<file path="src/source/tilePkg.sv">
package tilePkg;

    //====================================================================
    // Fabric identifiers
    //====================================================================
    typedef logic [7:0] tTileId;                 // Top byte of a fabric address

    localparam int TileIdMsb = 31;               // Tile id field
    localparam int TileIdLsb = 24;
    localparam int OffsetMsb = 23;               // Offset inside the tile

    // Transaction kind on the fabric
    typedef enum logic [1:0] {
        Rd    = 2'd0,                            // Read request
        Wr    = 2'd1,                            // Full-word write request
        RdRsp = 2'd2                             // Read response
    } tOpcode;

    //====================================================================
    // Fabric transaction
    //====================================================================
    typedef struct packed {
        logic [31:0] address;                    // {tile id, offset}
        logic [31:0] data;                       // Write data or read data
        tOpcode      opcode;
        tTileId      requestorId;                // Tile that sent it
    } tTileTrans;

    //====================================================================
    // Memory regions
    //====================================================================
    // Region lives in offset bits 23:22
    localparam int RegionMsb = 23;
    localparam int RegionLsb = 22;

    typedef logic [RegionMsb-RegionLsb:0] tRegion;

    localparam tRegion IMemRegion = 2'd0;        // Instruction memory
    localparam tRegion DMemRegion = 2'd1;        // Data memory
    // Values 2 and 3 are unmapped and read back as zero

endpackage

</file>
<file path="src/source/f2cResponder.sv">
`timescale 1ns/1ps

// Fabric-to-core side, memory writes and read responses
module f2cResponder (
    input  logic                Clock,
    input  logic                reset,
    input  tilePkg::tTileId     localTileId,
    input  logic                inValid,
    input  tilePkg::tTileTrans  inTrans,
    input  logic [31:0]         iMemRdData,  // RAM port B, one cycle late
    input  logic [31:0]         dMemRdData,
    output logic                iMemWrEn,
    output logic                dMemWrEn,
    output logic                rspValid,
    output tilePkg::tTileTrans  rspTrans
);

    import tilePkg::*;

    tRegion      regionQ503H;
    logic        iMemHitQ503H;
    logic        dMemHitQ503H;
    logic        isWrQ503H;
    logic        rdStrobeQ503H;
    logic [31:0] rspAddressQ503H;

    logic        iMemHitQ504H;
    logic        dMemHitQ504H;
    logic        rdValidQ504H;
    logic [31:0] rspAddressQ504H;
    logic [31:0] rspDataQ504H;

    //====================================================================
    // Request decode, cycle 503
    //====================================================================
    assign regionQ503H   = inTrans.address[RegionMsb:RegionLsb];
    assign iMemHitQ503H  = (regionQ503H == IMemRegion);
    assign dMemHitQ503H  = (regionQ503H == DMemRegion);
    assign isWrQ503H     = inValid && (inTrans.opcode == Wr);
    assign rdStrobeQ503H = inValid && (inTrans.opcode == Rd);  // Other opcodes dropped

    // Full-word writes into the hit region
    assign iMemWrEn = isWrQ503H && iMemHitQ503H;
    assign dMemWrEn = isWrQ503H && dMemHitQ503H;

    // Response goes back to the requestor, same offset
    assign rspAddressQ503H = {inTrans.requestorId, inTrans.address[OffsetMsb:0]};

    //====================================================================
    // Align with RAM latency
    //====================================================================
    always_ff @(posedge Clock) begin
        if (reset) begin
            rdValidQ504H <= 1'b0;
        end else begin
            rdValidQ504H <= rdStrobeQ503H;
        end
    end

    // Payload side of the pipe
    always_ff @(posedge Clock) begin
        iMemHitQ504H    <= iMemHitQ503H;
        dMemHitQ504H    <= dMemHitQ503H;
        rspAddressQ504H <= rspAddressQ503H;
    end

    //====================================================================
    // Response build, cycle 504
    //====================================================================
    // Unmapped region reads back zero
    assign rspDataQ504H = iMemHitQ504H ? iMemRdData :
                          dMemHitQ504H ? dMemRdData :
                                         32'b0;

    assign rspValid             = rdValidQ504H;  // Pushed at end of 504
    assign rspTrans.address     = rspAddressQ504H;
    assign rspTrans.data        = rspDataQ504H;
    assign rspTrans.opcode      = RdRsp;
    assign rspTrans.requestorId = localTileId;   // Responder is this tile

endmodule

</file>
<file path="config.mk">
export PLATFORM = sky130hd
export DESIGN_NAME = f2cResponder
export DESIGN_NICKNAME = d
export VERILOG_FILES = /design/src/source/tilePkg.sv /design/src/source/f2cResponder.sv
export SDC_FILE = /design/constraint.sdc
export NUM_CORES = 1
export LEC_CHECK = 0
export ABC_AREA = 1
export BUFFER_PORTS_ARGS = -buffer_cell sky130_fd_sc_hd__buf_2
export CAP_MARGIN = 20
export CORE_AREA = 2 2 87 89
export DETAILED_ROUTE_END_ITERATION = 8
export DIE_AREA = 0 0 89 91
export PLACE_DENSITY_LB_ADDON = 0.05
export SYNTH_ARGS = -nofsm -noshare
export SYNTH_HDL_FRONTEND = slang
export SYNTH_SLANG_ARGS = --single-unit
</file>
<file path="constraint.sdc">
create_clock -name Clock -period 1.9 [get_ports Clock]
set_input_delay 0.285 -clock Clock [delete_from_list [all_inputs] [get_ports Clock]]
set_output_delay 0.285 -clock Clock [all_outputs]
set_load 0.05 [all_outputs]
</file>
==> results.sh, run 1 <==
export IMPL_postCtsSetupBuffers=0
export IMPL_syn2layout_area_growth_pct=68.6
export IMPL_ir_drop_mv=0.465
export IMPL_powerDensity_nw_per_um2=827
export IMPL_layout_min_cycle_time_ns=1.73
export IMPL_dp_hpwl_mm=3.77
export IMPL_yosysSeqAreaShare=0.521
export IMPL_final_fill_count=819
export IMPL_place_inst=419
export IMPL_wire_per_inst_um=10.8
export IMPL_hold_violations=0
export IMPL_routed_wl_mm=4.63
export IMPL_pin_count=226
export IMPL_grt_pass1_wl_mm=6.31
export IMPL_multi_input_area_um2=444
export IMPL_post_cts_resized=0
export IMPL_ctsHtreeMaxLevel=2
export IMPL_place_area_um2=2180
export IMPL_yosys_warnings=0
export IMPL_post_place_ws_ns=0.465
export IMPL_final_area_um2=2270
export IMPL_yosysMostFrequentCell="nand2_1"
export IMPL_min_to="rspAddressQ504H[8]"
export IMPL_final_nets=476
export IMPL_grt_max_degree=33
export IMPL_slew_viol_final=0
export IMPL_finalSetupTns_ns=0
export IMPL_grt_total_usage=0.101
export IMPL_timing_fmax_mhz=577
export IMPL_clockBufferDepth=2
export IMPL_cts_root_buffer="clkbuf_8"
export IMPL_hp_start="inTrans[50]"
export IMPL_ys_types=11
export IMPL_wl_met3_um=643
export IMPL_clk_pin_slew_ns=0.07
export IMPL_utilization=0.317
export IMPL_synth_ff_type="dfxtp_1"
export IMPL_die_x_um=89
export IMPL_maxUsedRoutingLayer="met4"
export IMPL_cp_max_fo=19
export IMPL_grt_pass1_vias=1361
export IMPL_crit_path_end_kind="output port"
export IMPL_antenna_left=0
export IMPL_antenna_diode_count=0
export IMPL_async_reset_ff_frac=0
export IMPL_whs_ns=0.0969
export IMPL_via_per_inst=3.72
export IMPL_arrival_ns=1.45
export IMPL_cp_start_kind="flop"
export IMPL_fp_row_count=31
export IMPL_avgSynthCellArea_um2=7.95
export IMPL_gp_routability_congestion=0.756
export IMPL_initial_core_util=0.188
export IMPL_critPathKind="flop to output port"
export IMPL_max_cap_viol_count=0
export IMPL_antenna_found_initial=0
export IMPL_synthCells=169
export IMPL_min_path_type="input pin to flop"
export IMPL_fp_coreArea_um2=7140
export IMPL_wl_met1_mm=1.71
export IMPL_setup_viol=0
export IMPL_drt_iter0_markers=30
export IMPL_netlist_area_um2=1340
export IMPL_synth_top_area_frac=0.521
export IMPL_cts_buffers_inserted=5
export IMPL_finalWorstSetupSlack_ns=0.167
export IMPL_rsz0062_at_grt="false"
export IMPL_dr_total_vias=1589
export IMPL_grt_overflow_total=0
export IMPL_port_buffers=167
export IMPL_dieArea_um2=8100
export IMPL_synth_area_leaders="dfxtp_1 52%, nand2_1 19%, nand3_1 12%, buf_6 5.9%, buf_4 5.6%"
export IMPL_synth_area_leader_cell="dfxtp_1"
export IMPL_synth_common_cells="68 x nand2_1, 35 x dfxtp_1, 32 x nand3_1"
export IMPL_worstHoldPathCells=1
export IMPL_die_h_um=91
export IMPL_leakage_nw=1.38
export IMPL_finalPower_mw=1.87
export IMPL_cts_tree="yes"
export IMPL_drc_errors=0
export IMPL_cts_sinks=35
export IMPL_cts_hold_buf=0
export IMPL_drtPass1Iterations=4
export IMPL_finalNonFillerCells=427
export IMPL_dr_wl_met2_mm=2.20
export IMPL_ys_seq_elements=35
export IMPL_worstPathRequired_ns=1.62
export IMPL_synth_fp_nets=318
export IMPL_layout_drive_gt1_share=0.552
export IMPL_synth_edf_count=0
export IMPL_regArea_um2=701
export IMPL_status="finished, final reports clean"
export IMPL_fin_crit_sh=0.912
==> logic make-up (layout without fill, tap and decap cells) <==
logic type | count (synthesis) | after routing | share of synthesized area
buffers and inverters | 28 | 187 | 0.148
DFF | 35 | 35 | 0.521
other | 2 | 2 | 0.00559
and+or+nand+nor | 104 | 104 | 0.325
==> routing by layer <==
metal / vias to the layer above / GRT usage
met1: 643 / 0.0989
met4: 0 / 0.0361
li1: 825 / -
met2: 112 / 0.183
met3: 9 / 0.0455
met5: - / 0
==> worst max-delay path, stage by stage, from the launching register on <==
cell	delay (ns)
dfxtp_1	0.34
inv_2	0.22
buf_12	0.19
nand3_1	0.07
nand2_1	0.08
buf_2	0.26
==> layout by cell type, fill, tap and decap left out <==
cell | netlist | final
buf_4 | 10 | 3
clkinv_2 | 0 | 1
clkbuf_8 | 0 | 5
inv_2 | 1 | 1
inv_1 | 7 | 7
nand2_1 | 68 | 68
nor2_1 | 3 | 3
nand3_1 | 32 | 32
dfxtp_1 | 35 | 35
buf_2 | 3 | 167
nand3_2 | 1 | 1
buf_12 | 0 | 1
clkinvlp_4 | 0 | 2
conb_1 | 2 | 2
==> layout make-up <==
| cell class | instances | share of cell area |
|---|---|---|
| multi-input cells | 106 | 0.196 |
| flip-flops and latches | 35 | 0.309 |
| clock buffers | 5 | 0.0304 |
| repair buffers | 171 | 0.388 |
| inverters | 8 | 0.0133 |
| clock inverters | 3 | 0.00883 |
| well taps | 99 | 0.0547 |
==> sequential cells by signal, indices dropped and copies added, names as in the netlist <==
| register | cells |
|---|---|
| rspAddressQ504H | 32 |
| dMemHitQ504H | 1 |
| iMemHitQ504H | 1 |
| rspValid | 1 |
==> worst max path at each step <==
stage	from	to	cells after the start
2_1_floorplan	inTrans[9]	dMemWrEn	3
3_3_place_gp	iMemHitQ504H	rspTrans[24]	5
3_5_place_dp	iMemHitQ504H	rspTrans[26]	5
4_1_cts	iMemHitQ504H	rspTrans[26]	5
5_1_grt	iMemHitQ504H	rspTrans[38]	5
6_report	iMemHitQ504H	rspTrans[26]	5
==> power breakdown <==
group	switching [mW]	internal, mW
sequential	0.00852	0.772
combinational	0.418	0.158
clock	0.263	0.255
Power figures use the tool's default switching activity.
==> inputs of run 2 (changes only) <==
CELL_PAD_IN_SITES_DETAIL_PLACEMENT = 1   (was default)
CELL_PAD_IN_SITES_GLOBAL_PLACEMENT = 1   (was default)
CORE_AREA = default   (was 2 2 87 89)
CORE_ASPECT_RATIO = 0.8   (was default)
CORE_UTILIZATION = 17   (was default)
DIE_AREA = default   (was 0 0 89 91)
GPL_TIMING_DRIVEN = 0   (was default)
==> results.sh, run 2 (synthesized netlist as in run 1, its figures left out) <==
export IMPL_status="finished, final reports clean"
export IMPL_arrival_ns=1.39
export IMPL_initial_core_util=0.178
export IMPL_drt_iter0_markers=19
export IMPL_hp_start="inTrans[51]"
export IMPL_hold_violations=0
export IMPL_routed_wl_mm=5.21
export IMPL_min_path_type="input pin to flop"
export IMPL_cts_root_buffer="clkbuf_8"
export IMPL_met1_usage=0.123
export IMPL_cp_start_kind="flop"
export IMPL_grt_use_met3=0.0383
export IMPL_drtPass1Iterations=4
export IMPL_grt_overflow_total=0
export IMPL_crit_buf_inv=4
export IMPL_dr_total_vias=1734
export IMPL_finalPower_mw=2.11
export IMPL_finalSetupTns_ns=0
export IMPL_regArea_um2=701
export IMPL_use_met2=0.240
export IMPL_crit_path_end_kind="output port"
export IMPL_startpoint="iMemHitQ504H"
export IMPL_layout_drive_gt1_share=0.582
export IMPL_cp_max_fo=10
export IMPL_utilization=0.328
export IMPL_gp_routability_congestion=0.646
export IMPL_syn2layout_area_growth_pct=83.7
export IMPL_antenna_left=0
export IMPL_slew_viol_final=0
export IMPL_antenna_diode_count=0
export IMPL_die_x_um=101
export IMPL_clockBufferDepth=2
export IMPL_regMostFlops="rspAddressQ504H"
export IMPL_cts_buffers_inserted=5
export IMPL_cpPeakStageDelay_ns=0.31
export IMPL_final_fill_count=987
export IMPL_worstPathCellList="buf_6, inv_2, buf_6, nand3_1, nand2_1, buf_2"
export IMPL_fin_crit_sh=0.883
export IMPL_drc_errors=0
export IMPL_port_buffers=175
export IMPL_critPathKind="flop to output port"
export IMPL_critPathTopFamily="buffers and inverters"
export IMPL_dieArea_um2=8270
export IMPL_final_nets=500
export IMPL_dp_hpwl_mm=4.38
export IMPL_powerDensity_nw_per_um2=855
export IMPL_grt_max_degree=12
export IMPL_ctsHtreeMaxLevel=2
export IMPL_grt_pass1_vias=1631
export IMPL_final_cell_mix="178 x buf_2, 68 x nand2_1, 35 x dfxtp_1"
export IMPL_fp_row_count=28
export IMPL_leakage_nw=1.52
export IMPL_clk_pin_slew_ns=0.07
export IMPL_max_cap_viol_count=0
export IMPL_grt_pass1_wl_mm=7.72
export IMPL_pin_count=226
export IMPL_cts_sinks=35
export IMPL_via_per_inst=3.79
export IMPL_layout_commonest_cell="buf_2"
export IMPL_grt_total_usage=0.120
export IMPL_cts_tree="yes"
export IMPL_die_h_um=81.5
export IMPL_wire_per_inst_um=11.4
export IMPL_postCtsSetupBuffers=0
export IMPL_antenna_found_initial=0
export IMPL_fp_coreArea_um2=7530
export IMPL_grt_busiest_layer="met2"
export IMPL_setup_viol=0
export IMPL_crit_slowest_cell="dfxtp_1"
export IMPL_layout_min_cycle_time_ns=1.68
export IMPL_largest_register_ff_count=32
export IMPL_timing_fmax_mhz=596
export IMPL_timing_critical_path_mode_cell="buf_6"
export IMPL_ir_drop_mv=0.284
export IMPL_rsz0062_at_grt="false"
export IMPL_cts_hold_buf=0
export IMPL_multi_input_area_um2=444
export IMPL_post_cts_resized=0
export IMPL_worstPathRequired_ns=1.62
## run 2: area by class of cell
class / count / share of cell area
plain buffers: 20 / 0.0684
clock buffers: 6 / 0.0335
clock inverters: 2 / 0.0142
inverters: 8 / 0.0122
multi-input cells: 106 / 0.180
flip-flops and latches: 35 / 0.284
well taps: 105 / 0.0532
repair buffers: 175 / 0.355
## run 2: routing by layer
layer | routed length, µm | part of all wire | vias to the layer above
li1 | - | - | 873
met1 | 2000 | 0.38 | 769
met2 | 2720 | 0.52 | 87
met3 | 452 | 0.087 | 5
met4 | 36 | 0.0069 | 0
met5 | 0 | 0 | -
## run 2: final timing paths
kind / to / slack (ns) / cells past startpoint
min: rspAddressQ504H[9] / 0.1 / 1
max: rspTrans[39] / 0.22 / 6
## run 2: power by group
group / leakage [nW] / internal (mW) / switching (mW)
combinational: 1.16 / 0.185 / 0.459
clock: 0.0612 / 0.424 / 0.259
sequential: 0.295 / 0.772 / 0.00967
## run 2: stage by stage
step | std cells | hold WS, ns | area (µm²) | setup WS (ns)
finish | 457 | 0.0994 | 2470 | 0.222
floorplan | 169 | 0.313 | 1340 | 0.552
global placement | 449 | 0.387 | 2350 | 0.542
detailed placement | 449 | 0.389 | 2350 | 0.513
global route | 457 | 0.0834 | 2470 | 0.129
CTS | 457 | 0.0886 | 2470 | 0.193
==> inputs of run 3 (changes only) <==
ABC_AREA = default   (was 1)
CORE_UTILIZATION = 16   (was 17)
==> results.sh, run 3 <==
export IMPL_max_cap_viol_count=0
export IMPL_initial_core_util=0.169
export IMPL_synth_xor_area_frac=0
export IMPL_gp_routability_congestion=0.647
export IMPL_post_cts_resized=0
export IMPL_antenna_diode_count=0
export IMPL_cts_root_buffer="clkbuf_8"
export IMPL_wl_met1_mm=1.87
export IMPL_regMostFlops="rspAddressQ504H"
export IMPL_synth_edf_count=0
export IMPL_avgSynthCellArea_um2=12.4
export IMPL_dr_wl_met2_mm=2.37
export IMPL_clk_pin_slew_ns=0.06
export IMPL_fp_row_count=27
export IMPL_drc_errors=14
export IMPL_multi_input_area_um2=344
export IMPL_layout_min_cycle_time_ns=1.72
export IMPL_grt_pass1_vias=1248
export IMPL_final_cell_mix="178 x buf_2, 35 x dfxtp_1, 31 x a22o_1"
export IMPL_die_h_um=78.8
export IMPL_synth_top_area_frac=0.594
export IMPL_ys_seq_elements=35
export IMPL_drt_iter0_markers=26
export IMPL_yosysMostFrequentCell="dfxtp_1"
export IMPL_layout_drive_gt1_share=0.717
export IMPL_setup_viol=0
export IMPL_synth_top_family_by_area="compound AO/OA/AOI/OAI gates"
export IMPL_powerDensity_nw_per_um2=846
export IMPL_maxUsedRoutingLayer="met4"
export IMPL_ctsHtreeMaxLevel=2
export IMPL_syn2layout_area_growth_pct=89.6
export IMPL_netlist_area_um2=1180
export IMPL_fp_coreArea_um2=6990
export IMPL_synth_area_leader_cell="dfxtp_1"
export IMPL_synth_ff_type="dfxtp_1"
export IMPL_timing_critical_path_mode_cell="buf_6"
export IMPL_cpPeakStageDelay_ns=0.31
export IMPL_cts_hold_buf=0
export IMPL_drtPass1Iterations=6
export IMPL_finalSetupTns_ns=0
export IMPL_leakage_nw=1.28
export IMPL_status="finished, violations left"
export IMPL_min_path_type="input pin to flop"
export IMPL_synth_fp_nets=244
export IMPL_critPathKind="flop to output port"
export IMPL_postCtsSetupBuffers=0
export IMPL_crit_buf_inv=3
export IMPL_crit_path_end_kind="output port"
export IMPL_grt_pass1_wl_mm=6.80
export IMPL_port_buffers=175
export IMPL_via_per_inst=3.79
export IMPL_fin_crit_sh=0.906
export IMPL_cts_sinks=35
export IMPL_yosys_warnings=0
export IMPL_dieArea_um2=7720
export IMPL_critPathTopFamily="buffers and inverters"
export IMPL_whs_ns=0.101
export IMPL_slew_viol_final=0
export IMPL_cts_tree="yes"
export IMPL_regArea_um2=701
export IMPL_final_fill_count=868
export IMPL_cp_max_fo=10
export IMPL_final_nets=426
export IMPL_synthCells=95
export IMPL_cts_buffers_inserted=5
export IMPL_arrival_ns=1.44
export IMPL_yosysSeqAreaShare=0.594
export IMPL_antenna_found_initial=0
export IMPL_yosys_area_share_simple=0.0509
export IMPL_cp_start_kind="flop"
export IMPL_layout_commonest_cell="buf_2"
export IMPL_violations="DRC"
export IMPL_antenna_left=0
export IMPL_grt_total_usage=0.115
export IMPL_ys_types=15
export IMPL_grt_overflow_total=0
export IMPL_clockBufferDepth=2
export IMPL_worstPathRequired_ns=1.62
export IMPL_synth_fa_ha_area_frac=0
export IMPL_synth_compound_area_frac=0.234
export IMPL_pin_count=226
export IMPL_crit_slowest_cell="dfxtp_1"
export IMPL_async_reset_ff_frac=0
export IMPL_wire_per_inst_um=13.2
export IMPL_synth_common_cells="35 x dfxtp_1, 31 x a22o_1, 10 x buf_4"
export IMPL_grt_max_degree=11
export IMPL_hold_violations=0
export IMPL_worstPathCellList="buf_6, nor2b_4, buf_6, a22o_1, buf_2"
export IMPL_synthMuxAreaShare=0
export IMPL_rsz0062_at_grt="false"
export IMPL_die_x_um=98.0
export IMPL_dr_total_vias=1377
export IMPL_routed_wl_mm=4.78
export IMPL_synth_area_leaders="dfxtp_1 59%, a22o_1 23%, buf_4 6.4%, buf_6 3.8%, buf_2 1.3%"
export IMPL_finalPower_mw=1.89
export IMPL_timing_fmax_mhz=581
export IMPL_wl_met3_um=505
export IMPL_ir_drop_mv=0.348
export IMPL_largest_register_ff_count=32
export IMPL_dp_hpwl_mm=4.11
-- run 3: routing by layer --
layer | vias to the layer above | GRT usage
met5 | - | 0
met4 | 0 | 0.0364
met3 | 4 | 0.0423
met2 | 82 | 0.199
met1 | 597 | 0.133
li1 | 694 | -
-- run 3: logic make-up after synthesis --
logic type	after synthesis
compound gates	32
buf+inv	17
flops	35
other cells	2
simple gates	9
-- run 3: final timing paths --
| kind | depth (start not counted) | startpoint | end | slack (ns) |
|---|---|---|---|---|
| worst max-delay path | 5 | iMemHitQ504H | rspTrans[39] | 0.18 |
| worst min-delay path | 1 | inTrans[50] | rspAddressQ504H[8] | 0.10 |
-- run 3: power breakdown --
group / leakage (nW) / internal (mW) / switching (mW)
logic: 0.948 / 0.191 / 0.439
registers: 0.295 / 0.773 / 0.00755
clock network: 0.0371 / 0.244 / 0.239
total: 1.28 / 1.21 / 0.685
-- run 3: per-stage QoR --
step                       util  setup WS (ns)  instance area [µm²]  cells
final                     0.320          0.178                 2240    363
after global routing      0.320         0.0848                 2240    363
after CTS                 0.320          0.139                 2240    363
after detailed placement  0.310          0.456                 2160    357
after global placement    0.310          0.471                 2160    357
after floorplan               -         0.0135                 1180     95
-- run 3: final cells by class --
type,instances,area share
repair buffers,175,0.391
multi-input cells,43,0.154
plain buffers,17,0.0604
flip-flops and latches,35,0.313
well taps,87,0.0487
clock buffers,6,0.0324
