### config.mk
export PLATFORM = sky130hd
export DESIGN_NAME = transFifo
export DESIGN_NICKNAME = d
export VERILOG_FILES = /design/src/source/tilePkg.sv /design/src/source/transFifo.sv
export SDC_FILE = /design/constraint.sdc
export NUM_CORES = 1
export LEC_CHECK = 0
export BUFFER_PORTS_ARGS = -buffer_cell sky130_fd_sc_hd__buf_2
export CAP_MARGIN = 10
export CORE_MARGIN = 8
export CORE_UTILIZATION = 47
export DETAILED_ROUTE_END_ITERATION = 10
export PLACE_DENSITY_LB_ADDON = 0.15
export SYNTH_ARGS = -nofsm -noshare
export SYNTH_HDL_FRONTEND = slang
export SYNTH_SLANG_ARGS = --single-unit
### constraint.sdc
create_clock -name Clock -period 5.2 [get_ports Clock]
set_clock_uncertainty 0.05 [all_clocks]
set_input_delay 0.52 -clock Clock [delete_from_list [all_inputs] [get_ports Clock]]
set_output_delay 0.52 -clock Clock [all_outputs]
set_load 0.02 [all_outputs]
### src/source/tilePkg.sv
package tilePkg;

    //====================================================================
    // Fabric identifiers
    //====================================================================
    typedef logic [7:0] tTileId;                 // Top byte of a fabric address

    localparam int TileIdMsb = 31;               // Tile id field
    localparam int TileIdLsb = 24;
    localparam int OffsetMsb = 23;               // Offset inside the tile

    // Transaction kind on the fabric
    typedef enum logic [1:0] {
        Rd    = 2'd0,                            // Read request
        Wr    = 2'd1,                            // Full-word write request
        RdRsp = 2'd2                             // Read response
    } tOpcode;

    //====================================================================
    // Fabric transaction
    //====================================================================
    typedef struct packed {
        logic [31:0] address;                    // {tile id, offset}
        logic [31:0] data;                       // Write data or read data
        tOpcode      opcode;
        tTileId      requestorId;                // Tile that sent it
    } tTileTrans;

    //====================================================================
    // Memory regions
    //====================================================================
    // Region lives in offset bits 23:22
    localparam int RegionMsb = 23;
    localparam int RegionLsb = 22;

    typedef logic [RegionMsb-RegionLsb:0] tRegion;

    localparam tRegion IMemRegion = 2'd0;        // Instruction memory
    localparam tRegion DMemRegion = 2'd1;        // Data memory
    // Values 2 and 3 are unmapped and read back as zero

endpackage

### src/source/transFifo.sv
`timescale 1ns/1ps

// Circular buffer of fabric transactions, head shown combinationally
module transFifo #(
    parameter int Depth = 4                      // Power of two, at least 2
) (
    input  logic                         Clock,
    input  logic                         reset,
    input  logic                         push,
    input  tilePkg::tTileTrans           pushData,
    input  logic                         pop,
    output tilePkg::tTileTrans           popData,
    output logic                         full,
    output logic                         empty,
    output logic [$clog2(Depth+1)-1:0]   count
);

    import tilePkg::*;

    localparam int PtrWidth   = $clog2(Depth);
    localparam int CountWidth = $clog2(Depth + 1);

    tTileTrans           storage [Depth];        // Payload, no reset
    logic [PtrWidth-1:0] wrPtr;
    logic [PtrWidth-1:0] rdPtr;
    logic                doPush;
    logic                doPop;

    //====================================================================
    // Qualified strobes
    //====================================================================
    assign doPush = push && !full;               // Overflow dropped
    assign doPop  = pop && !empty;               // Underflow ignored

    assign full    = (count == CountWidth'(Depth));
    assign empty   = (count == '0);
    assign popData = storage[rdPtr];             // Head word

    // Payload write
    always_ff @(posedge Clock) begin
        if (doPush) begin
            storage[wrPtr] <= pushData;
        end
    end

    //====================================================================
    // Pointers and occupancy
    //====================================================================
    always_ff @(posedge Clock) begin
        if (reset) begin
            wrPtr <= '0;
            rdPtr <= '0;
            count <= '0;
        end else begin
            if (doPush) wrPtr <= wrPtr + PtrWidth'(1);   // Wraps at Depth
            if (doPop)  rdPtr <= rdPtr + PtrWidth'(1);
            case ({doPush, doPop})
                2'b10:   count <= count + CountWidth'(1);
                2'b01:   count <= count - CountWidth'(1);
                default: count <= count;         // Both or neither
            endcase
        end
    end

    // Producer must respect the full level
    noPushWhenFull: assert property (
        @(posedge Clock) disable iff (reset) !(push && full)
    ) else $error("transFifo: push while full");

    // Consumer must respect the empty level
    noPopWhenEmpty: assert property (
        @(posedge Clock) disable iff (reset) !(pop && empty)
    ) else $error("transFifo: pop while empty");

endmodule

==> results of run 1 <==
[logic make-up after synthesis]
kind of cell,after synthesis,share of synthesized area [%]
buffers and inverters,25,1.42
adders and majority gates,6,0.740
xor gates and xnor gates,3,0.236
DFF,305,81.3
and+or+nand+nor,18,0.875
muxes,75,15.0
AOI/OAI and AO/OA,8,0.381
[state kept, by name (all words and copies together), names as in the netlist, named ones only]
register	cells
rdPtr	2
count	3
storage	296
wrPtr	2
[metrics by stage]
stage	instances	total power [uW]	worst slack [ns]	utilization (%)
finish	965	7000	2.01	57.3
global route	965	7310	1.75	57.3
CTS	965	7120	1.87	57.3
detailed placement	904	4730	2.40	52.4
global placement	904	4710	2.40	52.4
floorplan	440	4240	2.01	-
[how the worst min path moves through the flow]
stage | end | slack [ns] | cells after the start | startpoint
floorplan | flop | 0.41 | 2 | rdPtr[1]$_SDFFE_PP0P_
detailed placement | flop | 0.43 | 2 | rdPtr[1]$_SDFFE_PP0P_
global placement | flop | 0.42 | 2 | rdPtr[1]$_SDFFE_PP0P_
global route | storage[2][41]$_DFFE_PP_ | 0.17 | 1 | pushData[41]
CTS | storage[2][12]$_DFFE_PP_ | 0.17 | 1 | pushData[12]
finish | storage[1][66]$_DFFE_PP_ | 0.19 | 1 | pushData[66]
[cell usage after synthesis, drive strengths merged]
| library cell | number |
|---|---|
| a21oi | 4 |
| and2 | 4 |
| buf | 16 |
| clkbuf | 1 |
| dfxtp | 9 |
| edfxtp | 296 |
| fa | 1 |
| ha | 5 |
| inv | 8 |
| mux2i | 1 |
| mux4 | 74 |
| nand2 | 1 |
| nand2b | 2 |
| nor2 | 6 |
| nor3 | 1 |
| nor3b | 1 |
| o21ai | 3 |
| o31ai | 1 |
| or3 | 3 |
| xor2 | 3 |
[area by class of cell]
type,count,area share [%]
Inverter,8,0.224
Clock inverter,20,1.47
Multi-Input combinational cell,110,14.4
Timing Repair Buffer,162,6.16
Sequential cell,305,67.7
Clock buffer,41,7.02
Tap cell,319,2.98
[layer usage]
layer,wire length (um),global-route usage (%),up-vias
li1,-,-,2237
met1,8680,18.4,2637
met2,10200,24.3,152
met3,1390,4.19,32
met4,349,4.42,2
met5,13,0,-
[critical path, stage by stage (launching register included)]
cell     delay, ns
dfxtp_4       0.89
buf_4         0.48
mux4_2        0.57
buf_2         0.18
[report_power, final]
part | switching (uW) | leakage, uW | total [uW] | internal (uW)
Clock | 888 | 0.000566 | 2370 | 1490
Combinational | 840 | 0.00118 | 1510 | 672
Sequential | 178 | 0.00279 | 3120 | 2940
Total | 1910 | 0.00453 | 7000 | 5100
==> impl_metrics.py, run 1 <==
metrics = {
    "floorplan": {
        "die_x_um": 170,
        "coreArea_um2": 23400,
        "dieArea_um2": 28900,
        "boundaryPins": 157,
        "die_h_um": 170,
        "start_util_pct": 47.7,
        "rows": 56,
    },
    "route": {
        "vias": 5060,
        "wl_um": 20700,
        "drt_iter0_drc": 321,
        "routed_via_density": 5.24,
        "wire_per_inst_um": 21.4,
        "drc": 0,
        "dr.pass1.iters": 4,
        "final_antenna_net_count": 0,
    },
    "timing": {
        "setup_tns_ns": 0,
        "whs_ns": 0.194,
        "fin_crit_ns": 3.19,
        "hold_violations": 0,
        "clock.fmax_mhz": 313,
        "slew_headroom_pct": 23.4,
        "finalCritPeriodShare_pct": 61.4,
        "rsz0062_at_grt": "false",
        "worst_slew_pin_slew_ns": 1.15,
        "finalSetupViolations": 0,
        "drv_slew": 0,
    },
    "pwr": {
        "peakVddDrop_v": 0.000329,
        "leakage_uw": 0.00453,
        "power_density_nw_per_um2": 522,
    },
    "cells_and_area": {
        "diodes": 0,
        "layout_commonest_cell": "edfxtp_1",
        "areaGrowthSynthToFinish_pct": 20.2,
        "nNetsFinal": 705,
        "fillers": 1790,
        "final_area_um2": 13400,
        "final_cell_mix": "296 x edfxtp_1, 156 x buf_2, 74 x mux4_2, 37 x clkbuf_16, 9 x clkinv_2",
        "drive_above_1_share_pct": 45.5,
        "final-seq-area_um2": 9080,
        "multi_input_area_um2": 1940,
    },
    "worst_setup_path": {
        "critical_path.max_fanout": 39,
        "crit_end": "popData[38]",
        "r2r_setup_slack_ns": 2.73,
        "crit_required_ns": 4.63,
        "worst_setup_path_start_kind": "flop",
        "path_class": "reg -> out",
        "worstReg2RegStart": "count[0]$_SDFFE_PP0P_",
        "cp.arrival_ns": 2.62,
        "cp-end-kind": "output port",
        "r2r-end": "storage[1][10]$_DFFE_PP_",
        "worstRegToRegCells": 4,
    },
    "global_route": {
        "grt_max_degree": 75,
        "grt_pass1_wl_um": 32100,
        "grt_pass1_vias": 5755,
        "grt.overflow.total": 0,
        "track_usage_pct": 14.6,
        "antenna_found_initial": 1,
    },
    "clock_tree": {
        "root_buffer": "clkbuf_16",
        "htree_levels": 2,
        "cts_sinks": 305,
        "post_cts_resized": 0,
        "numCtsBuffers": 34,
        "cts_tree": "built",
        "hold_buffers": 0,
        "clk_latency_ns": 0.49,
        "postCtsSetupBuffers": 0,
        "path_clk_slew_ns": 0.06,
        "cts_buffer_depth": 3,
    },
    "run_status": {
        "status": "finished clean",
    },
    "synth": {
        "netlist_area_um2": 11200,
        "ys_ff_latch": 305,
        "syn_avg_cell_area_um2": 25.3,
        "seq_area_frac_synth_pct": 81.3,
        "syn_inst": 440,
        "synth.area.top_cells": "edfxtp_1 80%, mux4_2 15%, dfxtp_1 1.6%",
        "yosysWarnings": 0,
        "ys_types": 24,
        "yosys.area.top_type": "edfxtp_1",
        "synth.top_cell.area_share_pct": 79.7,
        "synth_nets": 524,
    },
    "placement": {
        "place.gp.congestion": 0.708,
        "dp_hpwl_um": 12300,
        "portBuffers": 156,
        "place_area_um2": 12300,
    },
    "worst_hold_path": {
        "min_path_type": "in -> reg",
    },
    "job": {
        "drv_cap": 0,
    },
}
No activity file was read; power rests on OpenSTA's default activity.
==> inputs of run 2 (changes only) <==
==> constraint.sdc (replaced) <==
create_clock -name Clock -period 3.2 [get_ports Clock]
set_clock_uncertainty 0.05 [all_clocks]
set_input_delay 0.32 -clock Clock [delete_from_list [all_inputs] [get_ports Clock]]
set_output_delay 0.32 -clock Clock [all_outputs]
set_load 0.02 [all_outputs]
==> run 2 against run 1 <==
  * Setup slack got worse by 1.5 ns
  * Worst hold slack got worse by 0.077 ns
  * Flip-flop and latch count unchanged
  * Highest routed layer is now met4
  * Routed wire length increased by 4.1%
  * First-iteration DRC count decreased by 12%
  * Clock-buffer cell count decreased by 2
  * Sequential share of layout area decreased by 3.5 points
  * Clock power increased by 46%
  * Die area unchanged
  * Final cell count increased by 7.9%
  * Sequential power increased by 60%
==> impl_metrics.py, run 2 (synthesis results as in run 1) <==
metrics = {
    "run_status": {
        "status": "finished clean",
    },
    "cells_and_area": {
        "post-route-util_pct": 60.4,
        "drive_above_1_share_pct": 40.1,
        "layout_commonest_cell": "edfxtp_1",
        "areaGrowthSynthToFinish_pct": 26.6,
        "top_register": "storage",
        "top_regs": "storage x296, count x3",
        "largest_register_ffs": 296,
        "final_area_um2": 14100,
        "nNetsFinal": 781,
        "final_cell_mix": "296 x edfxtp_1, 156 x buf_2, 75 x dlygate4sd3_1, 74 x mux4_2, 31 x clkbuf_16",
    },
    "worst_setup_path": {
        "cp-end-kind": "output port",
        "critical_path.max_fanout": 26,
        "worst_setup_path_start_kind": "flop",
        "slowest_stage": "dfxtp_4",
        "cpPeakStageDelay_ns": 0.72,
        "cp_top_family": "flip-flops",
        "path_buf_inv": 2,
        "crit_required_ns": 2.83,
        "cp.arrival_ns": 2.34,
        "cp_cell_sequence": "buf_12 > mux4_2 > buf_2",
        "path_class": "reg -> out",
    },
    "pwr": {
        "peakVddDrop_v": 0.000578,
        "total_power_uw": 11100,
        "power_density_nw_per_um2": 788,
        "leakage_uw": 0.00481,
    },
    "placement": {
        "place.gp.congestion": 0.726,
        "dp_hpwl_um": 12800,
        "place_area_um2": 12400,
        "portBuffers": 156,
        "dp_worst_setup_slack_ns": 0.774,
    },
    "clock_tree": {
        "path_clk_slew_ns": 0.06,
        "postCtsSetupBuffers": 0,
        "cts_buffer_depth": 3,
        "root_buffer": "clkbuf_16",
        "cts_tree": "built",
        "clk_latency_ns": 0.54,
        "numCtsBuffers": 31,
        "cts_sinks": 305,
        "htree_levels": 1,
    },
    "floorplan": {
        "dieArea_um2": 28900,
        "boundaryPins": 157,
        "start_util_pct": 47.7,
        "die_h_um": 170,
        "coreArea_um2": 23400,
        "rows": 56,
        "die_x_um": 170,
    },
    "timing": {
        "finalCritPeriodShare_pct": 84.8,
        "slew_headroom_pct": 61.5,
        "worst_slack_ns": 0.488,
        "hold_violations": 0,
        "fin_crit_ns": 2.71,
        "worst_slew_pin_slew_ns": 0.578,
        "rsz0062_at_grt": "false",
        "finalSetupViolations": 0,
        "clock.fmax_mhz": 369,
        "drv_slew": 0,
        "setup_tns_ns": 0,
    },
    "route": {
        "routed_via_density": 5.15,
        "wl_um": 21500,
        "drt_iter0_drc": 283,
        "dr.pass1.iters": 5,
        "vias": 5360,
        "final_antenna_net_count": 0,
        "drc": 0,
        "wire_per_inst_um": 20.7,
    },
    "global_route": {
        "grt_use_met3_pct": 3.80,
        "grt_pass1_wl_um": 33200,
        "grt_pass1_vias": 5924,
        "grt_max_degree": 60,
        "busiest_layer": "met2",
        "use_met1_pct": 18.0,
        "track_usage_pct": 15.0,
        "grtUsageMet2_pct": 26.5,
        "antenna_found_initial": 1,
        "grt.overflow.total": 0,
    },
    "job": {
        "drv_cap": 0,
    },
    "worst_hold_path": {
        "min_path_type": "in -> reg",
    },
}
-- run 2: changes by cell type in the layout (fill, tap and decap cells not counted), sizes merged --
cell / previous run / this run
buf: 162 / 166
clkbuf: 41 / 39
clkinv: 16 / 14
diode: 0 / 1
dlygate4sd3: 0 / 75
-- run 2: repair_timing --
action,in CTS,in global routing
endpoints found under the hold margin,303,0
resized for setup,0,0
hold buffers,75,0
-- run 2: final cells by class --
cell class / count / area, um^2
Clock inverter: 18 / 181
Antenna cell: 1 / 2.50
Fill cell: 1746 / 9280
Tap cell: 319 / 399
Sequential cell: 305 / 9080
Clock buffer: 39 / 806
Inverter: 8 / 30.0
Timing Repair Buffer: 241 / 1690
Multi-Input combinational cell: 110 / 1940
-- run 2: layer usage --
| layer | routed length [um] | part of all wire [%] |
|---|---|---|
| met1 | 8620 | 40 |
| met2 | 11100 | 52 |
| met5 | 0 | 0 |
| met3 | 1330 | 6.2 |
| met4 | 468 | 2.2 |
-- run 2: power breakdown --
group / switching, uW / internal [uW]
sequential: 215 / 4770
combinational: 1470 / 1210
clock: 1370 / 2090
-- run 2: final timing paths --
kind	from	cells past startpoint	slack, ns	end
setup / recovery	flop	3	0.49	popData[21]
setup reg to reg	count[2]$_SDFFE_PP0P_	9	0.72	count[2]$_SDFFE_PP0P_
hold reg to reg	rdPtr[1]$_SDFFE_PP0P_	2	0.44	flop
hold / removal	pop	4	0.12	flop
-- run 2: metrics by stage --
step                hold slack (ns)  std cells
floorplan                     0.369        440
global placement              0.409        908
detailed placement            0.436        908
CTS                          0.0914       1040
global route                  0.129       1041
finish                        0.116       1041
-- run 2: worst min-delay path, stage by stage --
cell,delay [ns]
buf_2,0.11
nand2_1,0.06
or3_1,0.09
a21oi_1,0.07
==> inputs of run 3 (changes only) <==
==> constraint.sdc (replaced) <==
create_clock -name Clock -period 2.5 [get_ports Clock]
set_clock_uncertainty 0.05 [all_clocks]
set_input_delay 0.25 -clock Clock [delete_from_list [all_inputs] [get_ports Clock]]
set_output_delay 0.25 -clock Clock [all_outputs]
set_load 0.02 [all_outputs]
==> run 3 against run 2 <==
  * Routed wire length decreased by 1.1%
  * Cell area increased by 0.45%
  * Sequential share of layout area down 0.29 points
  * Critical path depth up 6
  * Sequential power is 26% higher
  * Combinational power rose by 36%
  * Highest routed layer unchanged
  * Largest cell class unchanged
==> impl_metrics.py, run 3 (synthesis results as in run 1) <==
metrics = {
    "placement": {
        "portBuffers": 156,
        "place.gp.congestion": 0.726,
        "dp_hpwl_um": 12900,
    },
    "pwr": {
        "p_clk_share_pct": 30.0,
        "p_sw_uw": 3870,
        "p_seq_share_pct": 44.3,
        "power_density_nw_per_um2": 999,
        "peakVddDrop_v": 0.000605,
        "leakage_uw": 0.00484,
        "intPower_uw": 10300,
        "combPwrFrac_pct": 25.7,
        "swShare_pct": 27.3,
    },
    "worst_setup_path": {
        "crit_required_ns": 2.91,
        "worstReg2RegStart": "count[2]$_SDFFE_PP0P_",
        "crit_path_frequent_cell": "inv_1",
        "path_class": "reg -> reg",
        "crit_start": "count[2]$_SDFFE_PP0P_",
        "r2r_setup_slack_ns": 0.14,
        "crit_end": "count[2]$_SDFFE_PP0P_",
        "cp-end-kind": "flop",
        "cp_cell_sequence": "nor3b_2 > nor2_2 > inv_1 > ha_1 > inv_1 > fa_1 > xor2_1 > or3_1 > a21oi_1",
        "worst_setup_path_start_kind": "flop",
        "cp.arrival_ns": 2.77,
        "slowest_stage": "dfxtp_1",
        "worstRegToRegCells": 9,
        "cpPeakStageDelay_ns": 0.42,
        "r2r-end": "count[2]$_SDFFE_PP0P_",
        "critical_path.max_fanout": 6,
    },
    "global_route": {
        "antenna_found_initial": 0,
        "grt_pass1_vias": 5910,
        "grt_pass1_wl_um": 33000,
        "grt_max_degree": 40,
        "track_usage_pct": 14.8,
        "grt.overflow.total": 0,
    },
    "timing": {
        "setup_tns_ns": 0,
        "finalCritPeriodShare_pct": 94.5,
        "slew_headroom_pct": 61.2,
        "clock.fmax_mhz": 423,
        "whs_ns": 0.0499,
        "rsz0062_at_grt": "false",
        "drv_slew": 0,
        "fin_crit_ns": 2.36,
        "hold_violations": 0,
        "finalSetupViolations": 0,
        "worst_slew_pin_slew_ns": 0.582,
    },
    "route": {
        "drt_iter0_drc": 305,
        "routed_via_density": 5.11,
        "final_antenna_net_count": 0,
        "dr.pass1.iters": 4,
        "wl_um": 21300,
        "drc": 0,
        "wire_per_inst_um": 20.4,
        "vias": 5333,
    },
    "floorplan": {
        "boundaryPins": 157,
        "start_util_pct": 47.7,
        "rows": 56,
        "die_x_um": 170,
        "dieArea_um2": 28900,
        "die_h_um": 170,
        "coreArea_um2": 23400,
    },
    "cells_and_area": {
        "layout_commonest_cell": "edfxtp_1",
        "diodes": 0,
        "top_regs": "storage x296, count x3",
        "final_cell_mix": "296 x edfxtp_1, 156 x buf_2, 75 x dlygate4sd3_1, 74 x mux4_2, 31 x clkbuf_16",
        "areaGrowthSynthToFinish_pct": 27.2,
        "largest_register_ffs": 296,
        "top_register": "storage",
        "drive_above_1_share_pct": 40.3,
        "nNetsFinal": 786,
    },
    "run_status": {
        "status": "finished clean",
    },
    "clock_tree": {
        "numCtsBuffers": 30,
        "cts_sinks": 305,
        "htree_levels": 1,
        "root_buffer": "clkbuf_16",
        "path_clk_slew_ns": 0.06,
        "cts_buffer_depth": 3,
        "clk_latency_ns": 0.53,
        "cts_tree": "built",
    },
    "worst_hold_path": {
        "min_path_type": "in -> reg",
    },
    "job": {
        "drv_cap": 0,
    },
}
[run 3: cell types whose count changed in the layout (fill, tap and decap cells not counted)]
cell / delta
clkinv_1: -1
nor3b_1: -1
diode_2: -1
bufinv_16: -1
buf_16: +1
clkinv_2: -3
clkbuf_1: +2
nor3b_2: +1
buf_12: +3
buf_4: +2
[run 3: area by class of cell]
| cell class | instances | area (um^2) |
|---|---|---|
| timing repair buffer | 247 | 1800 |
| clock buffer | 41 | 813 |
| inverter | 8 | 30.0 |
| tap | 319 | 399 |
| fill | 1716 | 9210 |
| sequential | 305 | 9080 |
| multi-input combinational | 110 | 1940 |
| clock inverter | 13 | 133 |
[run 3: how the worst min path moves through the flow]
stage | slack (ns) | end | start | depth (start not counted)
floorplan | 0.30 | storage[0][0]$_DFFE_PP_ | pushData[0] | 0
global placement | 0.41 | storage[0][4]$_DFFE_PP_ | pushData[4] | 1
detailed placement | 0.42 | storage[3][70]$_DFFE_PP_ | pushData[70] | 1
CTS | 0.02 | flop | pop | 4
global route | 0.05 | flop | pop | 4
finish | 0.05 | flop | pop | 4
[run 3: power groups by stage]
| stage | logic, uW | registers [uW] | clock network, uW |
|---|---|---|---|
| 6_report | 3650 | 6270 | 4260 |
| 3_3_place_gp | 3540 | 6390 | 0 |
| 4_1_cts | 3740 | 6280 | 4400 |
| 5_1_grt | 3910 | 6310 | 4570 |
| 3_5_place_dp | 3570 | 6430 | 0 |
| 2_1_floorplan | 2490 | 6320 | 0 |
[run 3: per-layer routing]
metal	vias to the layer above	global-route usage, %	wire length [um]
met2	130	25.1	10800
met4	0	3.51	420
met5	-	0	0
met3	34	3.31	1130
met1	2766	19.1	8940
li1	2403	-	-
[run 3: worst max-delay path, delay by kind of cell (launching register included)]
| kind | cells | cell delay [ns] |
|---|---|---|
| compound gates | 1 | 0.16 |
| xor+xnor | 1 | 0.17 |
| fa+ha+maj | 2 | 0.56 |
| buf+inv | 2 | 0.15 |
| flops | 1 | 0.42 |
| simple gates | 3 | 0.78 |
[run 3: metrics by stage]
| step | instances | utilization (%) | total power [uW] | setup WS (ns) | cell area [um^2] |
|---|---|---|---|---|---|
| global route | 1043 | 60.6 | 14800 | 0.0709 | 14200 |
| global placement | 913 | 53.3 | 9930 | 0.400 | 12500 |
| floorplan | 440 | - | 8810 | 0.0969 | 11200 |
| finish | 1043 | 60.6 | 14200 | 0.138 | 14200 |
| CTS | 1043 | 60.6 | 14400 | 0.126 | 14200 |
| detailed placement | 913 | 53.3 | 10000 | 0.140 | 12500 |
[run 3: what timing repair did]
action / in CTS / in global routing
resized for setup: 1 / 0
setup buffers: 1 / 0
hold endpoints to repair: 304 / 0
setup endpoints to repair: 12 / 0
hold buffers: 75 / 0
